File: src/source/video_pkg.sv
`default_nettype none

package video_pkg;

	////////////////////////////////////////
	// Widths and types
	////////////////////////////////////////
	typedef logic [10:0] pix_cnt_t;   // Pixel, line and threshold counts
	typedef logic [3:0]  mode_code_t; // Raw switch code
	typedef logic [3:0]  blk_cnt_t;   // Aux blocks still queued

	// Switch codes
	typedef enum logic [3:0] {
		MODE_VGA      = 4'b0000,
		MODE_SVGA     = 4'b0001,
		MODE_HDTV720P = 4'b0010,
		MODE_XGA      = 4'b0011,
		MODE_SXGA     = 4'b1000,
		MODE_CAMERA   = 4'b1001
	} video_mode_e;

	// Counter thresholds for one mode
	typedef struct packed {
		pix_cnt_t hsblnk; // Last active pixel
		pix_cnt_t hssync; // Sync start
		pix_cnt_t hesync; // Sync end
		pix_cnt_t heblnk; // Last count of line
		pix_cnt_t vsblnk;
		pix_cnt_t vssync;
		pix_cnt_t vesync;
		pix_cnt_t veblnk;
		logic     sync_neg; // 1 = negative sync
	} mode_timing_t;

	typedef struct packed {
		pix_cnt_t hcount;
		pix_cnt_t vcount;
		logic     hblnk;
		logic     vblnk;
		logic     hsync_raw; // Before polarity
		logic     vsync_raw;
	} raster_t;

	typedef struct packed {
		logic hsync;
		logic vsync;
		logic de;
	} sync_bus_t;

	////////////////////////////////////////
	// Mode timing constants
	////////////////////////////////////////
	// 640x480
	localparam pix_cnt_t HPIXELS_VGA = 11'd640;
	localparam pix_cnt_t VLINES_VGA  = 11'd480;
	localparam pix_cnt_t HSYNCPW_VGA = 11'd96;
	localparam pix_cnt_t VSYNCPW_VGA = 11'd2;
	localparam pix_cnt_t HFNPRCH_VGA = 11'd16;
	localparam pix_cnt_t VFNPRCH_VGA = 11'd11;
	localparam pix_cnt_t HBKPRCH_VGA = 11'd48;
	localparam pix_cnt_t VBKPRCH_VGA = 11'd31;

	// 800x600
	localparam pix_cnt_t HPIXELS_SVGA = 11'd800;
	localparam pix_cnt_t VLINES_SVGA  = 11'd600;
	localparam pix_cnt_t HSYNCPW_SVGA = 11'd128;
	localparam pix_cnt_t VSYNCPW_SVGA = 11'd4;
	localparam pix_cnt_t HFNPRCH_SVGA = 11'd40;
	localparam pix_cnt_t VFNPRCH_SVGA = 11'd1;
	localparam pix_cnt_t HBKPRCH_SVGA = 11'd88;
	localparam pix_cnt_t VBKPRCH_SVGA = 11'd23;

	// 1280x720
	localparam pix_cnt_t HPIXELS_HDTV720P = 11'd1280;
	localparam pix_cnt_t VLINES_HDTV720P  = 11'd720;
	localparam pix_cnt_t HSYNCPW_HDTV720P = 11'd40;
	localparam pix_cnt_t VSYNCPW_HDTV720P = 11'd5;
	localparam pix_cnt_t HFNPRCH_HDTV720P = 11'd110;
	localparam pix_cnt_t VFNPRCH_HDTV720P = 11'd5;
	localparam pix_cnt_t HBKPRCH_HDTV720P = 11'd220;
	localparam pix_cnt_t VBKPRCH_HDTV720P = 11'd20;

	// 1024x768
	localparam pix_cnt_t HPIXELS_XGA = 11'd1024;
	localparam pix_cnt_t VLINES_XGA  = 11'd768;
	localparam pix_cnt_t HSYNCPW_XGA = 11'd136;
	localparam pix_cnt_t VSYNCPW_XGA = 11'd6;
	localparam pix_cnt_t HFNPRCH_XGA = 11'd24;
	localparam pix_cnt_t VFNPRCH_XGA = 11'd3;
	localparam pix_cnt_t HBKPRCH_XGA = 11'd160;
	localparam pix_cnt_t VBKPRCH_XGA = 11'd29;

	// 1280x1024
	localparam pix_cnt_t HPIXELS_SXGA = 11'd1280;
	localparam pix_cnt_t VLINES_SXGA  = 11'd1024;
	localparam pix_cnt_t HSYNCPW_SXGA = 11'd112;
	localparam pix_cnt_t VSYNCPW_SXGA = 11'd3;
	localparam pix_cnt_t HFNPRCH_SXGA = 11'd48;
	localparam pix_cnt_t VFNPRCH_SXGA = 11'd1;
	localparam pix_cnt_t HBKPRCH_SXGA = 11'd248;
	localparam pix_cnt_t VBKPRCH_SXGA = 11'd38;

	// Camera source, 720 lines with narrower syncs
	localparam pix_cnt_t HPIXELS_CAMERA = 11'd1280;
	localparam pix_cnt_t VLINES_CAMERA  = 11'd720;
	localparam pix_cnt_t HSYNCPW_CAMERA = 11'd39;
	localparam pix_cnt_t VSYNCPW_CAMERA = 11'd4;
	localparam pix_cnt_t HFNPRCH_CAMERA = 11'd110;
	localparam pix_cnt_t VFNPRCH_CAMERA = 11'd4;
	localparam pix_cnt_t HBKPRCH_CAMERA = 11'd220;
	localparam pix_cnt_t VBKPRCH_CAMERA = 11'd22;

endpackage

`default_nettype wire

File: src/source/mode_select.sv
`timescale 1ns/1ps
`default_nettype none

module mode_select (
	input  logic                    pclk,
	input  logic                    arst_n,
	input  video_pkg::mode_code_t   sw,      // Raw switches, async
	output video_pkg::mode_timing_t timing,  // Thresholds of current mode
	output logic                    restart  // Raster restart strobe
);
	import video_pkg::*;

	mode_code_t   sw_meta;     // First sync flop
	mode_code_t   sw_sync;     // Second sync flop
	mode_code_t   mode_q;      // Registered mode

	// Thresholds from active size, porches and sync width
	function automatic mode_timing_t build_timing(
		input pix_cnt_t hpix,
		input pix_cnt_t hfp,
		input pix_cnt_t hsw,
		input pix_cnt_t hbp,
		input pix_cnt_t vlin,
		input pix_cnt_t vfp,
		input pix_cnt_t vsw,
		input pix_cnt_t vbp,
		input logic     neg
	);
		mode_timing_t t;
		t.hsblnk   = hpix - 11'd1;
		t.hssync   = t.hsblnk + hfp;
		t.hesync   = t.hssync + hsw;
		t.heblnk   = t.hesync + hbp;
		t.vsblnk   = vlin - 11'd1;
		t.vssync   = t.vsblnk + vfp;
		t.vesync   = t.vssync + vsw;
		t.veblnk   = t.vesync + vbp;
		t.sync_neg = neg;
		return t;
	endfunction

	// Two flops for the switches, then the mode register
	always_ff @(posedge pclk or negedge arst_n) begin
		if (!arst_n) begin
			sw_meta <= '0;
			sw_sync <= '0;
			mode_q  <= MODE_VGA;
			restart <= 1'b1; // Raster held at zero
		end else begin
			sw_meta <= sw;
			sw_sync <= sw_meta;
			mode_q  <= sw_sync;
			restart <= (sw_sync != mode_q); // High the cycle new mode shows
		end
	end

	// Table lookup
	always_comb begin
		case (mode_q)
			MODE_VGA:      timing = build_timing(HPIXELS_VGA, HFNPRCH_VGA, HSYNCPW_VGA,
				HBKPRCH_VGA, VLINES_VGA, VFNPRCH_VGA, VSYNCPW_VGA, VBKPRCH_VGA, 1'b1);
			MODE_SVGA:     timing = build_timing(HPIXELS_SVGA, HFNPRCH_SVGA, HSYNCPW_SVGA,
				HBKPRCH_SVGA, VLINES_SVGA, VFNPRCH_SVGA, VSYNCPW_SVGA, VBKPRCH_SVGA, 1'b0);
			MODE_XGA:      timing = build_timing(HPIXELS_XGA, HFNPRCH_XGA, HSYNCPW_XGA,
				HBKPRCH_XGA, VLINES_XGA, VFNPRCH_XGA, VSYNCPW_XGA, VBKPRCH_XGA, 1'b1);
			MODE_SXGA:     timing = build_timing(HPIXELS_SXGA, HFNPRCH_SXGA, HSYNCPW_SXGA,
				HBKPRCH_SXGA, VLINES_SXGA, VFNPRCH_SXGA, VSYNCPW_SXGA, VBKPRCH_SXGA, 1'b0);
			MODE_CAMERA:   timing = build_timing(HPIXELS_CAMERA, HFNPRCH_CAMERA,
				HSYNCPW_CAMERA, HBKPRCH_CAMERA, VLINES_CAMERA, VFNPRCH_CAMERA,
				VSYNCPW_CAMERA, VBKPRCH_CAMERA, 1'b0);
			// 720p, also for unlisted codes
			default:       timing = build_timing(HPIXELS_HDTV720P, HFNPRCH_HDTV720P,
				HSYNCPW_HDTV720P, HBKPRCH_HDTV720P, VLINES_HDTV720P, VFNPRCH_HDTV720P,
				VSYNCPW_HDTV720P, VBKPRCH_HDTV720P, 1'b0);
		endcase
	end

endmodule

`default_nettype wire

File: src/source/raster_timing.sv
`timescale 1ns/1ps
`default_nettype none

module raster_timing (
	input  logic                    pclk,
	input  logic                    arst_n,
	input  logic                    restart, // Back to pixel 0, line 0
	input  video_pkg::mode_timing_t timing,
	output video_pkg::raster_t      raster
);
	import video_pkg::*;

	pix_cnt_t hcount;    // Pixel within line
	pix_cnt_t vcount;    // Line within frame
	logic     line_end;  // Last count of line
	logic     frame_end; // Last line of frame
	logic     hblnk;
	logic     vblnk;
	logic     hsync_raw;
	logic     vsync_raw;

	// Compare with >= so a smaller new mode cannot overrun
	assign line_end  = (hcount >= timing.heblnk);
	assign frame_end = (vcount >= timing.veblnk);

	////////////////////////////////////////
	// Counters
	////////////////////////////////////////
	always_ff @(posedge pclk or negedge arst_n) begin
		if (!arst_n) begin
			hcount <= '0;
		end else if (restart) begin
			hcount <= '0;
		end else if (line_end) begin
			hcount <= '0; // Wrap
		end else begin
			hcount <= hcount + 11'd1;
		end
	end

	// Line counter steps on the pixel wrap
	always_ff @(posedge pclk or negedge arst_n) begin
		if (!arst_n) begin
			vcount <= '0;
		end else if (restart) begin
			vcount <= '0;
		end else if (line_end) begin
			if (frame_end) begin
				vcount <= '0;
			end else begin
				vcount <= vcount + 11'd1;
			end
		end
	end

	////////////////////////////////////////
	// Flags
	////////////////////////////////////////
	always_comb begin
		hblnk     = (hcount > timing.hsblnk);
		vblnk     = (vcount > timing.vsblnk);
		// Sync between start and end thresholds
		hsync_raw = (hcount > timing.hssync) && (hcount <= timing.hesync);
		vsync_raw = (vcount > timing.vssync) && (vcount <= timing.vesync);
	end

	// Pack for the downstream blocks
	assign raster.hcount    = hcount;
	assign raster.vcount    = vcount;
	assign raster.hblnk     = hblnk;
	assign raster.vblnk     = vblnk;
	assign raster.hsync_raw = hsync_raw;
	assign raster.vsync_raw = vsync_raw;

endmodule

`default_nettype wire

File: src/source/sync_stage.sv
`timescale 1ns/1ps
`default_nettype none

module sync_stage (
	input  logic                 pclk,
	input  logic                 arst_n,
	input  video_pkg::raster_t   raster,
	input  logic                 sync_neg, // 1 = active low syncs
	output video_pkg::sync_bus_t video
);
	import video_pkg::*;

	sync_bus_t stage1; // Active-high syncs and DE
	sync_bus_t stage2; // Lines up with pixel data

	// Two register stages, as in the pixel pipeline
	always_ff @(posedge pclk or negedge arst_n) begin
		if (!arst_n) begin
			stage1 <= '0;
			stage2 <= '0;
		end else begin
			stage1.hsync <= raster.hsync_raw;
			stage1.vsync <= raster.vsync_raw;
			stage1.de    <= !raster.hblnk && !raster.vblnk; // Active area
			stage2       <= stage1;
		end
	end

	// Polarity at the pins, idle level is sync_neg
	assign video.hsync = stage2.hsync ^ sync_neg;
	assign video.vsync = stage2.vsync ^ sync_neg;
	assign video.de    = stage2.de;

endmodule

`default_nettype wire

File: src/source/aux_slot_sched.sv
`timescale 1ns/1ps
`default_nettype none

module aux_slot_sched #(
	parameter int unsigned AUX_BURST  = 32, // Reads per burst
	parameter int unsigned AUX_PERIOD = 36  // Burst start to burst start
) (
	input  logic                pclk,
	input  logic                arst_n,
	input  video_pkg::raster_t  raster,
	input  video_pkg::pix_cnt_t hssync,    // Burst start column
	input  logic                de,        // Output DE, 2 cycles late
	input  logic                aux_empty, // Aux FIFO empty flag
	input  video_pkg::blk_cnt_t aux_blocks,
	output logic                aux_rd     // Aux FIFO read strobe
);
	import video_pkg::*;

	localparam int unsigned CNT_W = $clog2(AUX_PERIOD);

	typedef logic [CNT_W-1:0] slot_cnt_t;

	localparam slot_cnt_t BURST_LAST  = slot_cnt_t'(AUX_BURST - 1);
	localparam slot_cnt_t PERIOD_LAST = slot_cnt_t'(AUX_PERIOD - 1);

	logic      frame_start; // First pixel of line 0
	logic      aux_seen;    // Data seen this frame
	logic      audio_on;    // Data seen last frame
	logic      de_seen;     // Video has started
	logic      armed;
	logic      burst_start;
	blk_cnt_t  blocks_q;
	logic      burst_on;    // Inside a run of bursts
	slot_cnt_t slot_cnt;    // Position within period
	logic      rd_strobe;
	logic      rd_strobe_q;

	assign frame_start = (raster.vcount == '0) && (raster.hcount == '0);

	////////////////////////////////////////
	// Audio presence per frame
	////////////////////////////////////////
	always_ff @(posedge pclk or negedge arst_n) begin
		if (!arst_n) begin
			aux_seen <= 1'b0;
			audio_on <= 1'b0;
		end else if (frame_start) begin
			audio_on <= aux_seen | ~aux_empty; // Includes this cycle
			aux_seen <= 1'b0;
		end else if (!aux_empty) begin
			aux_seen <= 1'b1;
		end
	end

	// Arm only in blanking with data waiting
	always_ff @(posedge pclk or negedge arst_n) begin
		if (!arst_n) begin
			de_seen <= 1'b0;
			armed   <= 1'b0;
		end else begin
			de_seen <= de_seen | de; // Sticky
			armed   <= de_seen & ~de & ~aux_empty;
		end
	end

	// Block count sampled a cycle early
	always_ff @(posedge pclk) begin
		blocks_q <= aux_blocks;
	end

	assign burst_start = armed && (raster.hcount == hssync);

	////////////////////////////////////////
	// Burst counter
	////////////////////////////////////////
	always_ff @(posedge pclk or negedge arst_n) begin
		if (!arst_n) begin
			burst_on  <= 1'b0;
			slot_cnt  <= '0;
			rd_strobe <= 1'b0;
		end else if (!raster.hblnk) begin
			// Active part of a line stops any burst
			burst_on  <= 1'b0;
			slot_cnt  <= '0;
			rd_strobe <= 1'b0;
		end else if (burst_start) begin
			burst_on  <= 1'b1;
			slot_cnt  <= '0;
			rd_strobe <= 1'b1;
		end else if (burst_on) begin
			if (slot_cnt == PERIOD_LAST) begin
				slot_cnt <= '0;
				if (blocks_q != '0) begin
					rd_strobe <= 1'b1; // Next block
				end else begin
					rd_strobe <= 1'b0;
					burst_on  <= 1'b0; // Idle until next arm
				end
			end else begin
				slot_cnt <= slot_cnt + 1'b1;
				if (slot_cnt == BURST_LAST) begin
					rd_strobe <= 1'b0; // Gap to end of period
				end
			end
		end
	end

	// One cycle delay before the FIFO
	always_ff @(posedge pclk or negedge arst_n) begin
		if (!arst_n) begin
			rd_strobe_q <= 1'b0;
		end else begin
			rd_strobe_q <= rd_strobe;
		end
	end

	assign aux_rd = rd_strobe_q & audio_on; // No reads in silent frames

endmodule

`default_nettype wire

File: src/source/video_tx_top.sv
`timescale 1ns/1ps
`default_nettype none

module video_tx_top #(
	parameter int unsigned AUX_BURST  = 32, // Reads per burst
	parameter int unsigned AUX_PERIOD = 36  // Cycles per burst slot
) (
	input  logic                  pclk,
	input  logic                  arst_n,
	input  video_pkg::mode_code_t sw,         // Mode switches
	input  logic                  aux_empty,  // From aux FIFO
	input  video_pkg::blk_cnt_t   aux_blocks, // Blocks left in aux FIFO
	output video_pkg::sync_bus_t  video,      // Syncs and DE
	output logic                  aux_rd      // Aux FIFO read
);
	import video_pkg::*;

	mode_timing_t timing;  // Current mode thresholds
	logic         restart;
	raster_t      raster;  // Counters and raw flags

	////////////////////////////////////////
	// Mode and raster
	////////////////////////////////////////
	mode_select u_mode_select (
		.pclk    (pclk),
		.arst_n  (arst_n),
		.sw      (sw),
		.timing  (timing),
		.restart (restart)
	);

	raster_timing u_raster_timing (
		.pclk    (pclk),
		.arst_n  (arst_n),
		.restart (restart),
		.timing  (timing),
		.raster  (raster)
	);

	// Output syncs, 2 cycles behind raster
	sync_stage u_sync_stage (
		.pclk     (pclk),
		.arst_n   (arst_n),
		.raster   (raster),
		.sync_neg (timing.sync_neg),
		.video    (video)
	);

	// Aux reads in horizontal blanking
	aux_slot_sched #(
		.AUX_BURST  (AUX_BURST),
		.AUX_PERIOD (AUX_PERIOD)
	) u_aux_slot_sched (
		.pclk       (pclk),
		.arst_n     (arst_n),
		.raster     (raster),
		.hssync     (timing.hssync),
		.de         (video.de),
		.aux_empty  (aux_empty),
		.aux_blocks (aux_blocks),
		.aux_rd     (aux_rd)
	);

endmodule

`default_nettype wire

File: config.mk
export PLATFORM = sky130hd
export DESIGN_NAME = video_tx_top
export DESIGN_NICKNAME = d
export VERILOG_FILES = /design/src/source/video_pkg.sv /design/src/source/mode_select.sv /design/src/source/raster_timing.sv /design/src/source/sync_stage.sv /design/src/source/aux_slot_sched.sv /design/src/source/video_tx_top.sv
export SDC_FILE = /design/constraint.sdc
export NUM_CORES = 1
export LEC_CHECK = 0
export BUFFER_PORTS_ARGS = -buffer_cell sky130_fd_sc_hd__buf_2
export CAP_MARGIN = 20
export CORE_UTILIZATION = 57
export DETAILED_ROUTE_END_ITERATION = 8
export GPL_ROUTABILITY_DRIVEN = 0
export PLACE_DENSITY = 0.89
export SYNTH_ARGS = -nofsm -noshare
export SYNTH_HDL_FRONTEND = slang
export SYNTH_SLANG_ARGS = --single-unit
File: constraint.sdc
create_clock -name pclk -period 3 [get_ports pclk]
set_input_delay 0.3 -clock pclk [delete_from_list [all_inputs] [get_ports pclk]]
set_output_delay 0.3 -clock pclk [all_outputs]
set_load 0.05 [all_outputs]
# Yosys cells after proc, flatten, opt, wreduce, memory -nomap -nowiden

Cells that the tools add are included.
Widths: inputs -> output; s select.

Bits in registers: 58
Latch bits: 0
Bits in writable memories: 0
Memory bits (read-only): 0
Input port bits: 11
Output and inout port bits: 4
Word-level logic and storage cells: 87
Memories kept: 0

Add/subtract/negate cells: 3
Multiply operators: 0
Div/mod/pow operators: 0
Order comparisons: 8
Eq/ne operators: 11
Shift-type cells: 0
Muxes and demuxes: 22
Bitwise logic cells: 9
Reduce and logical (&&, ||, !) cells: 13

Operator list:

| cell                  | count |
|---|---|
| $pmux 89 s5           | 1 |
| $mux 11               | 5 |
| $gt 11x11->1          | 4 |
| $mux 6                | 4 |
| $add 11x1->11 const B | 2 |
| $ge 11x11->1          | 2 |
| $le 11x11->1          | 2 |
| $logic_not 11->1      | 2 |
| $mux 1                | 12 |
| $eq 11x11->1          | 1 |
| $eq 4x4->1 const B    | 2 |
| $add 6x1->6 const B   | 1 |
| $eq 6x5->1 const B    | 1 |
| $eq 6x6->1 const B    | 1 |
| $logic_and 1x1->1     | 5 |
| $eq 4x1->1 const B    | 1 |
| $eq 4x2->1 const B    | 1 |
| $logic_not 4->1       | 1 |
| $ne 4x1->1 const B    | 1 |
| $ne 4x4->1            | 1 |
| $reduce_bool 4->1     | 1 |
| $and 1x1->1           | 3 |
| $ne 3x1->1 const B    | 1 |
| $logic_not 1->1       | 2 |
| 6 further kinds       | 9 |

# Longest topological paths before layout

Depth in word-level cells: 6
Mapped depth: 13
Depth with buffers taken out: 12

# Modules after synthesis

A second synthesis with hierarchy kept.

Cell total of the unflattened synthesis: 626
Area total of the unflattened synthesis: 5372.7 µm²

By module, submodules not included:

| module         | times used | cells an instance | area each (µm²) | seq. area each (µm²) |
|---|---|---|---|---|
| raster_timing  | 1          | 413               | 3276.9          | 550.5 |
| mode_select    | 1          | 122               | 1066.0          | 326.6 |
| aux_slot_sched | 1          | 81                | 850.8           | 405.4 |
| sync_stage     | 1          | 10                | 178.9           | 150.1 |

# Least setup slack after synthesis

OpenSTA, ideal clock, no wires.

Path type: flip-flop to flip-flop
Start point: register u_mode_select.mode_q[0]
End point: register u_raster_timing.vcount[5]
Library setup time: 0.131 ns
Arrival: 2.820 ns
Required time: 2.869 ns
Setup slack: 0.049 ns
Cell stages (with the launch flop): 12
Path buffers: 2
Clock period less this slack: 2.951 ns
Path through: dfrtp_1 > buf_4 > or2_2 > nor3_1 > nor2_1 > ha_1 > nand4_1 > o311a_1 > o41a_1 > buf_6 > a22oi_2 > o31ai_2

Cells in the longest elaborated chain, start to end: 6
Elaborated cells on any way between the ends: 12
Those cells by class: order compare (2); eq/ne (4); mux (4); reduce/logical (2)

RTL lines:

| element                                  | RTL line            | source |
|---|---|---|
| start: declaration                       | mode_select.sv:15   | `mode_code_t mode_q;` |
| start signal: assignment                 | mode_select.sv:52   | `mode_q <= sw_sync;` |
| $eq 4x4->1, or another cell as far along | mode_select.sv:59   | `case (mode_q)` |
| $pmux 89 s5 *                            | mode_select.sv:59   |  |
| $ge 11x11->1                             | raster_timing.sv:24 | `assign frame_end = (vcount >= timing.veblnk);` |
| $mux 11                                  | raster_timing.sv:48 | `if (frame_end) begin` |
| $mux 11                                  | raster_timing.sv:47 | `end else if (line_end) begin` |
| $mux 11                                  | raster_timing.sv:45 | `end else if (restart) begin` |
| end signal: assignment                   | raster_timing.sv:51 | `vcount <= vcount + 11'd1;` |
| end: declaration                         | raster_timing.sv:14 | `pix_cnt_t vcount;` |

Mark *: on every way between the ends. The rest lies on a longest branch, timed or not. The select of a mux whose other input is x is not followed.
A chain may end at the register's enable or synchronous reset.

# Worst setup path after layout

Start point: register u_mode_select.mode_q[1]
End point: register u_raster_timing.vcount[3]

The elaborated chain is that of the path after synthesis.

==> flow_metrics.tcl <==
set metrics [dict create \
    portBuffers 14 \
    drive_gt1_share_pct 18.2 \
    critPathMostFrequentCell "buf_4" \
    power_density_nw_per_um2 416 \
    drtPass1Iterations 5 \
    slowest_stage "or4_4" \
    cts-root-buf "clkbuf_8" \
    tightest_slew_ps 750 \
    grt_pass1_wl_um 16500 \
    post_drt_wl_per_cell_um 18.1 \
    async_reset_ff_share_pct 93.1 \
    post-route-period-util_pct 98.2 \
    clk_pin_slew_ps 80 \
    cts_tree "yes" \
    synth_flop_cell "dfrtp_1" \
    grt_max_degree 34 \
    worst_hold_slack_ps 8.41 \
    p_leak_nw 2.15 \
    grt_pass1_vias 3542 \
    die_x_um 86.1 \
    finalMaxSlewViolations 0 \
    syn-num-nets 487 \
    crit_path_cell_trace "buf_4 > nor3_4 > inv_1 > ha_1 > a211oi_1 > nor4b_1 > or4_4 > a31oi_4 > buf_4 > nand3_1 > o21ai_1" \
    relSlewSlack_pct 50.0 \
    drc_errors 0 \
    fin_crit_ps 2950 \
    synth_warnings 0 \
    setup_violations 0 \
    synth_edf_count 0 \
    cp-end-kind "flop" \
    ys_seq_area_share_pct 35.5 \
    vdd_drop_max_mv 0.302 \
    cp_max_fo 6 \
    initialDrtViolationCount 231 \
    final.setup_skew_ps 12.9 \
    hold_path.class "in2async" \
    clock_path_buffers 2 \
    holdBufCountCts 0 \
    overflow 0 \
    clk_latency_ps 350 \
    rsz0062_at_grt "yes" \
    timing.rr.end "u_raster_timing.vcount[3]$_DFFE_PN0P_" \
    worstSetupStartpointType "flop" \
    nets 523 \
    reg2reg_from "u_mode_select.mode_q[1]$_DFF_PN0_" \
    coreArea_um2 6830 \
    crit_type "reg2reg" \
    r2r_slack_ps 50 \
    cts-buffers-inserted 9 \
    reg2regPathDepth 11 \
    ios 15 \
    start_util_pct 59.1 \
    hold_viol_final 0 \
    postSynthCellCount 420 \
    htree_levels 3 \
    setup_tns_ps 0 \
    arrival_ps 3220 \
    synth-adder-area-share_pct 17.4 \
    dpl_cell_area_um2 4290 \
    drv_cap 0 \
    syn-cell-area_um2 4040 \
    outcome "finished clean" \
    grt_antenna_before_repair 0 \
    num_vias 3478 \
    core.rowCount 30 \
    crit_required_ps 3270 \
    ant_nets 0 \
    cts_sinks 58 \
    yosys.area_share.simple_pct 21.1 \
    avgViaCountPerCell 6.24 \
    dp_hpwl_um 7250 \
    antennaDiodeCount 0 \
    syn_to_final_growth_pct 13.6 \
    wl_um 10100 \
    die_h_um 86.1 \
    synth.area.mux_share_pct 1.30 \
    critPathMaxStageDelay_ps 450 \
    yosysUniqueCellTypes 67 \
    grt_use_total_pct 29.4 \
    synth_area_per_cell_um2 9.61 \
    die_area_um2 7420 \
    stdcell_area_um2 4580 \
    ys_seq_elements 58 \
    critPathLaunch "u_mode_select.mode_q[1]$_DFF_PN0_" \
    synth_top_family_by_area "simple AND/OR/NAND/NOR gates" \
    synth_compound_area_share_pct 16.2 \
    fmax_ghz 0.339 \
    crit_path_end "u_raster_timing.vcount[3]$_DFFE_PN0P_" \
    synth-xor-area-share_pct 4.12 \
]
synthesized netlist by cell type (5+ instances only):
master | instances | area share [%]
inv_1 | 22 | 2.0
nor2_1 | 37 | 3.4
o21ai_0 | 18 | 2.2
nor4_1 | 5 | 0.78
ha_1 | 56 | 17
a21oi_1 | 21 | 2.6
xnor2_1 | 12 | 2.6
nor2b_1 | 5 | 0.78
and2_1 | 5 | 0.78
nand2_1 | 27 | 2.5
a211oi_1 | 5 | 0.93
dfrtp_1 | 53 | 33
nand4_1 | 16 | 2.5
xor2_1 | 7 | 1.5
and3_1 | 7 | 1.1
nand2b_1 | 5 | 0.78
nand3_1 | 20 | 2.5
a21o_1 | 8 | 1.5
nor3_1 | 6 | 0.74
metrics by stage:
stage / setup slack [ps] / utilization, % / instances / power, mW
after floorplan: 49.4 / - / 420 / 0.937
after global placement: 135 / 62.7 / 537 / 0.992
after detailed placement: -41.9 / 62.7 / 537 / 1.00
after CTS: 56.1 / 66.7 / 556 / 1.91
after global routing: -84.0 / 67.1 / 557 / 1.97
final: 52.6 / 67.1 / 557 / 1.91
where the power goes:
| part | internal [mW] | switching [mW] | total, mW |
|---|---|---|---|
| sequential | 0.798 | 0.0136 | 0.811 |
| combinational | 0.0742 | 0.112 | 0.186 |
| clock | 0.558 | 0.352 | 0.910 |
| total | 1.43 | 0.477 | 1.91 |
how the worst min path moves through the flow:
| stage | startpoint | end | slack [ps] | depth (start not counted) |
|---|---|---|---|---|
| floorplan | arst_n | u_aux_slot_sched.armed$_DFF_PN0_ | 4 | 0 |
| global placement | u_mode_select.sw_meta[2]$_DFF_PN0_ | u_mode_select.sw_sync[2]$_DFF_PN0_ | 330 | 0 |
| detailed placement | u_mode_select.sw_meta[3]$_DFF_PN0_ | u_mode_select.sw_sync[3]$_DFF_PN0_ | 330 | 0 |
| CTS | arst_n | u_raster_timing.hcount[6]$_DFF_PN0_ | 20 | 1 |
| global route | aux_blocks[1] | u_aux_slot_sched.blocks_q[1]$_DFF_P_ | 40 | 1 |
| finish | arst_n | u_raster_timing.hcount[8]$_DFF_PN0_ | 8 | 1 |
final cells by class:
type,instances,area (um^2)
clock buffer,9,124
clock inverter,7,125
fill,512,2250
inverter,23,86.3
multi-input combinational,326,2440
sequential,58,1440
tap,96,120
timing repair buffer,38,250
cell usage in the layout (no fill, tap or decap), drive strengths merged, types with 3 or more instances in the layout:
cell type   n
ha         56
dfrtp      53
buf        38
nor2       37
nand2      28
inv        24
a21oi      21
nand3      20
o21ai      20
nand4      16
xnor2      12
clkbuf      9
a21o        8
and3        7
xor2        7
nor3        7
and2        6
nor2b       6
a211oi      6
nor4        5
nand2b      5
a31oi       5
or2         4
a211o       4
dfxtp       4
nor4b       4
o21a        3
or3         3
mux2i       3
clkinv      3
bufinv      3
or4         3
a22oi       3
o31ai       3
o41ai       3
routing by layer:
metal	up-vias	part of all wire (%)	global-route usage, %
met4	0	3.7	16.8
met1	1670	41	35.3
met3	44	6.8	7.89
li1	1614	-	-
met5	-	0	0
met2	150	49	47.5
flip-flops by register name, summed over array words and instances (netlist names):
name,cells
u_mode_select.restart,1
u_aux_slot_sched.de_seen,1
u_sync_stage.stage2,2
u_sync_stage.stage1,3
u_mode_select.sw_sync,4
u_aux_slot_sched.blocks_q,4
u_sync_stage.video,1
u_mode_select.mode_q,4
u_aux_slot_sched.rd_strobe_q,1
u_raster_timing.vcount,11
u_aux_slot_sched.aux_seen,1
u_aux_slot_sched.armed,1
u_aux_slot_sched.rd_strobe,1
u_aux_slot_sched.burst_on,1
u_aux_slot_sched.slot_cnt,6
u_mode_select.sw_meta,4
u_raster_timing.hcount,11
u_aux_slot_sched.audio_on,1
what timing repair did:
action	4_1_cts	5_1_grt
pin swaps	1	3
setup endpoints to repair	3	16
gates resized for setup	0	8
setup buffers	3	1
kinds of logic after synthesis:
kind of cell	Yosys count
and+or+nand+nor	157
AOI/OAI and AO/OA	89
DFF	58
adders and majority gates	56
buffers and inverters	36
xor gates and xnor gates	19
muxes	5
worst max-delay path, delay by kind of cell, from the launching register on:
kind,cells,cell delay [ps]
AOI/OAI and AO/OA,3,790
and+or+nand+nor,4,850
buffers and inverters,3,490
adders and majority gates,1,320
DFF,1,440
(Power assumes the default switching activity.)
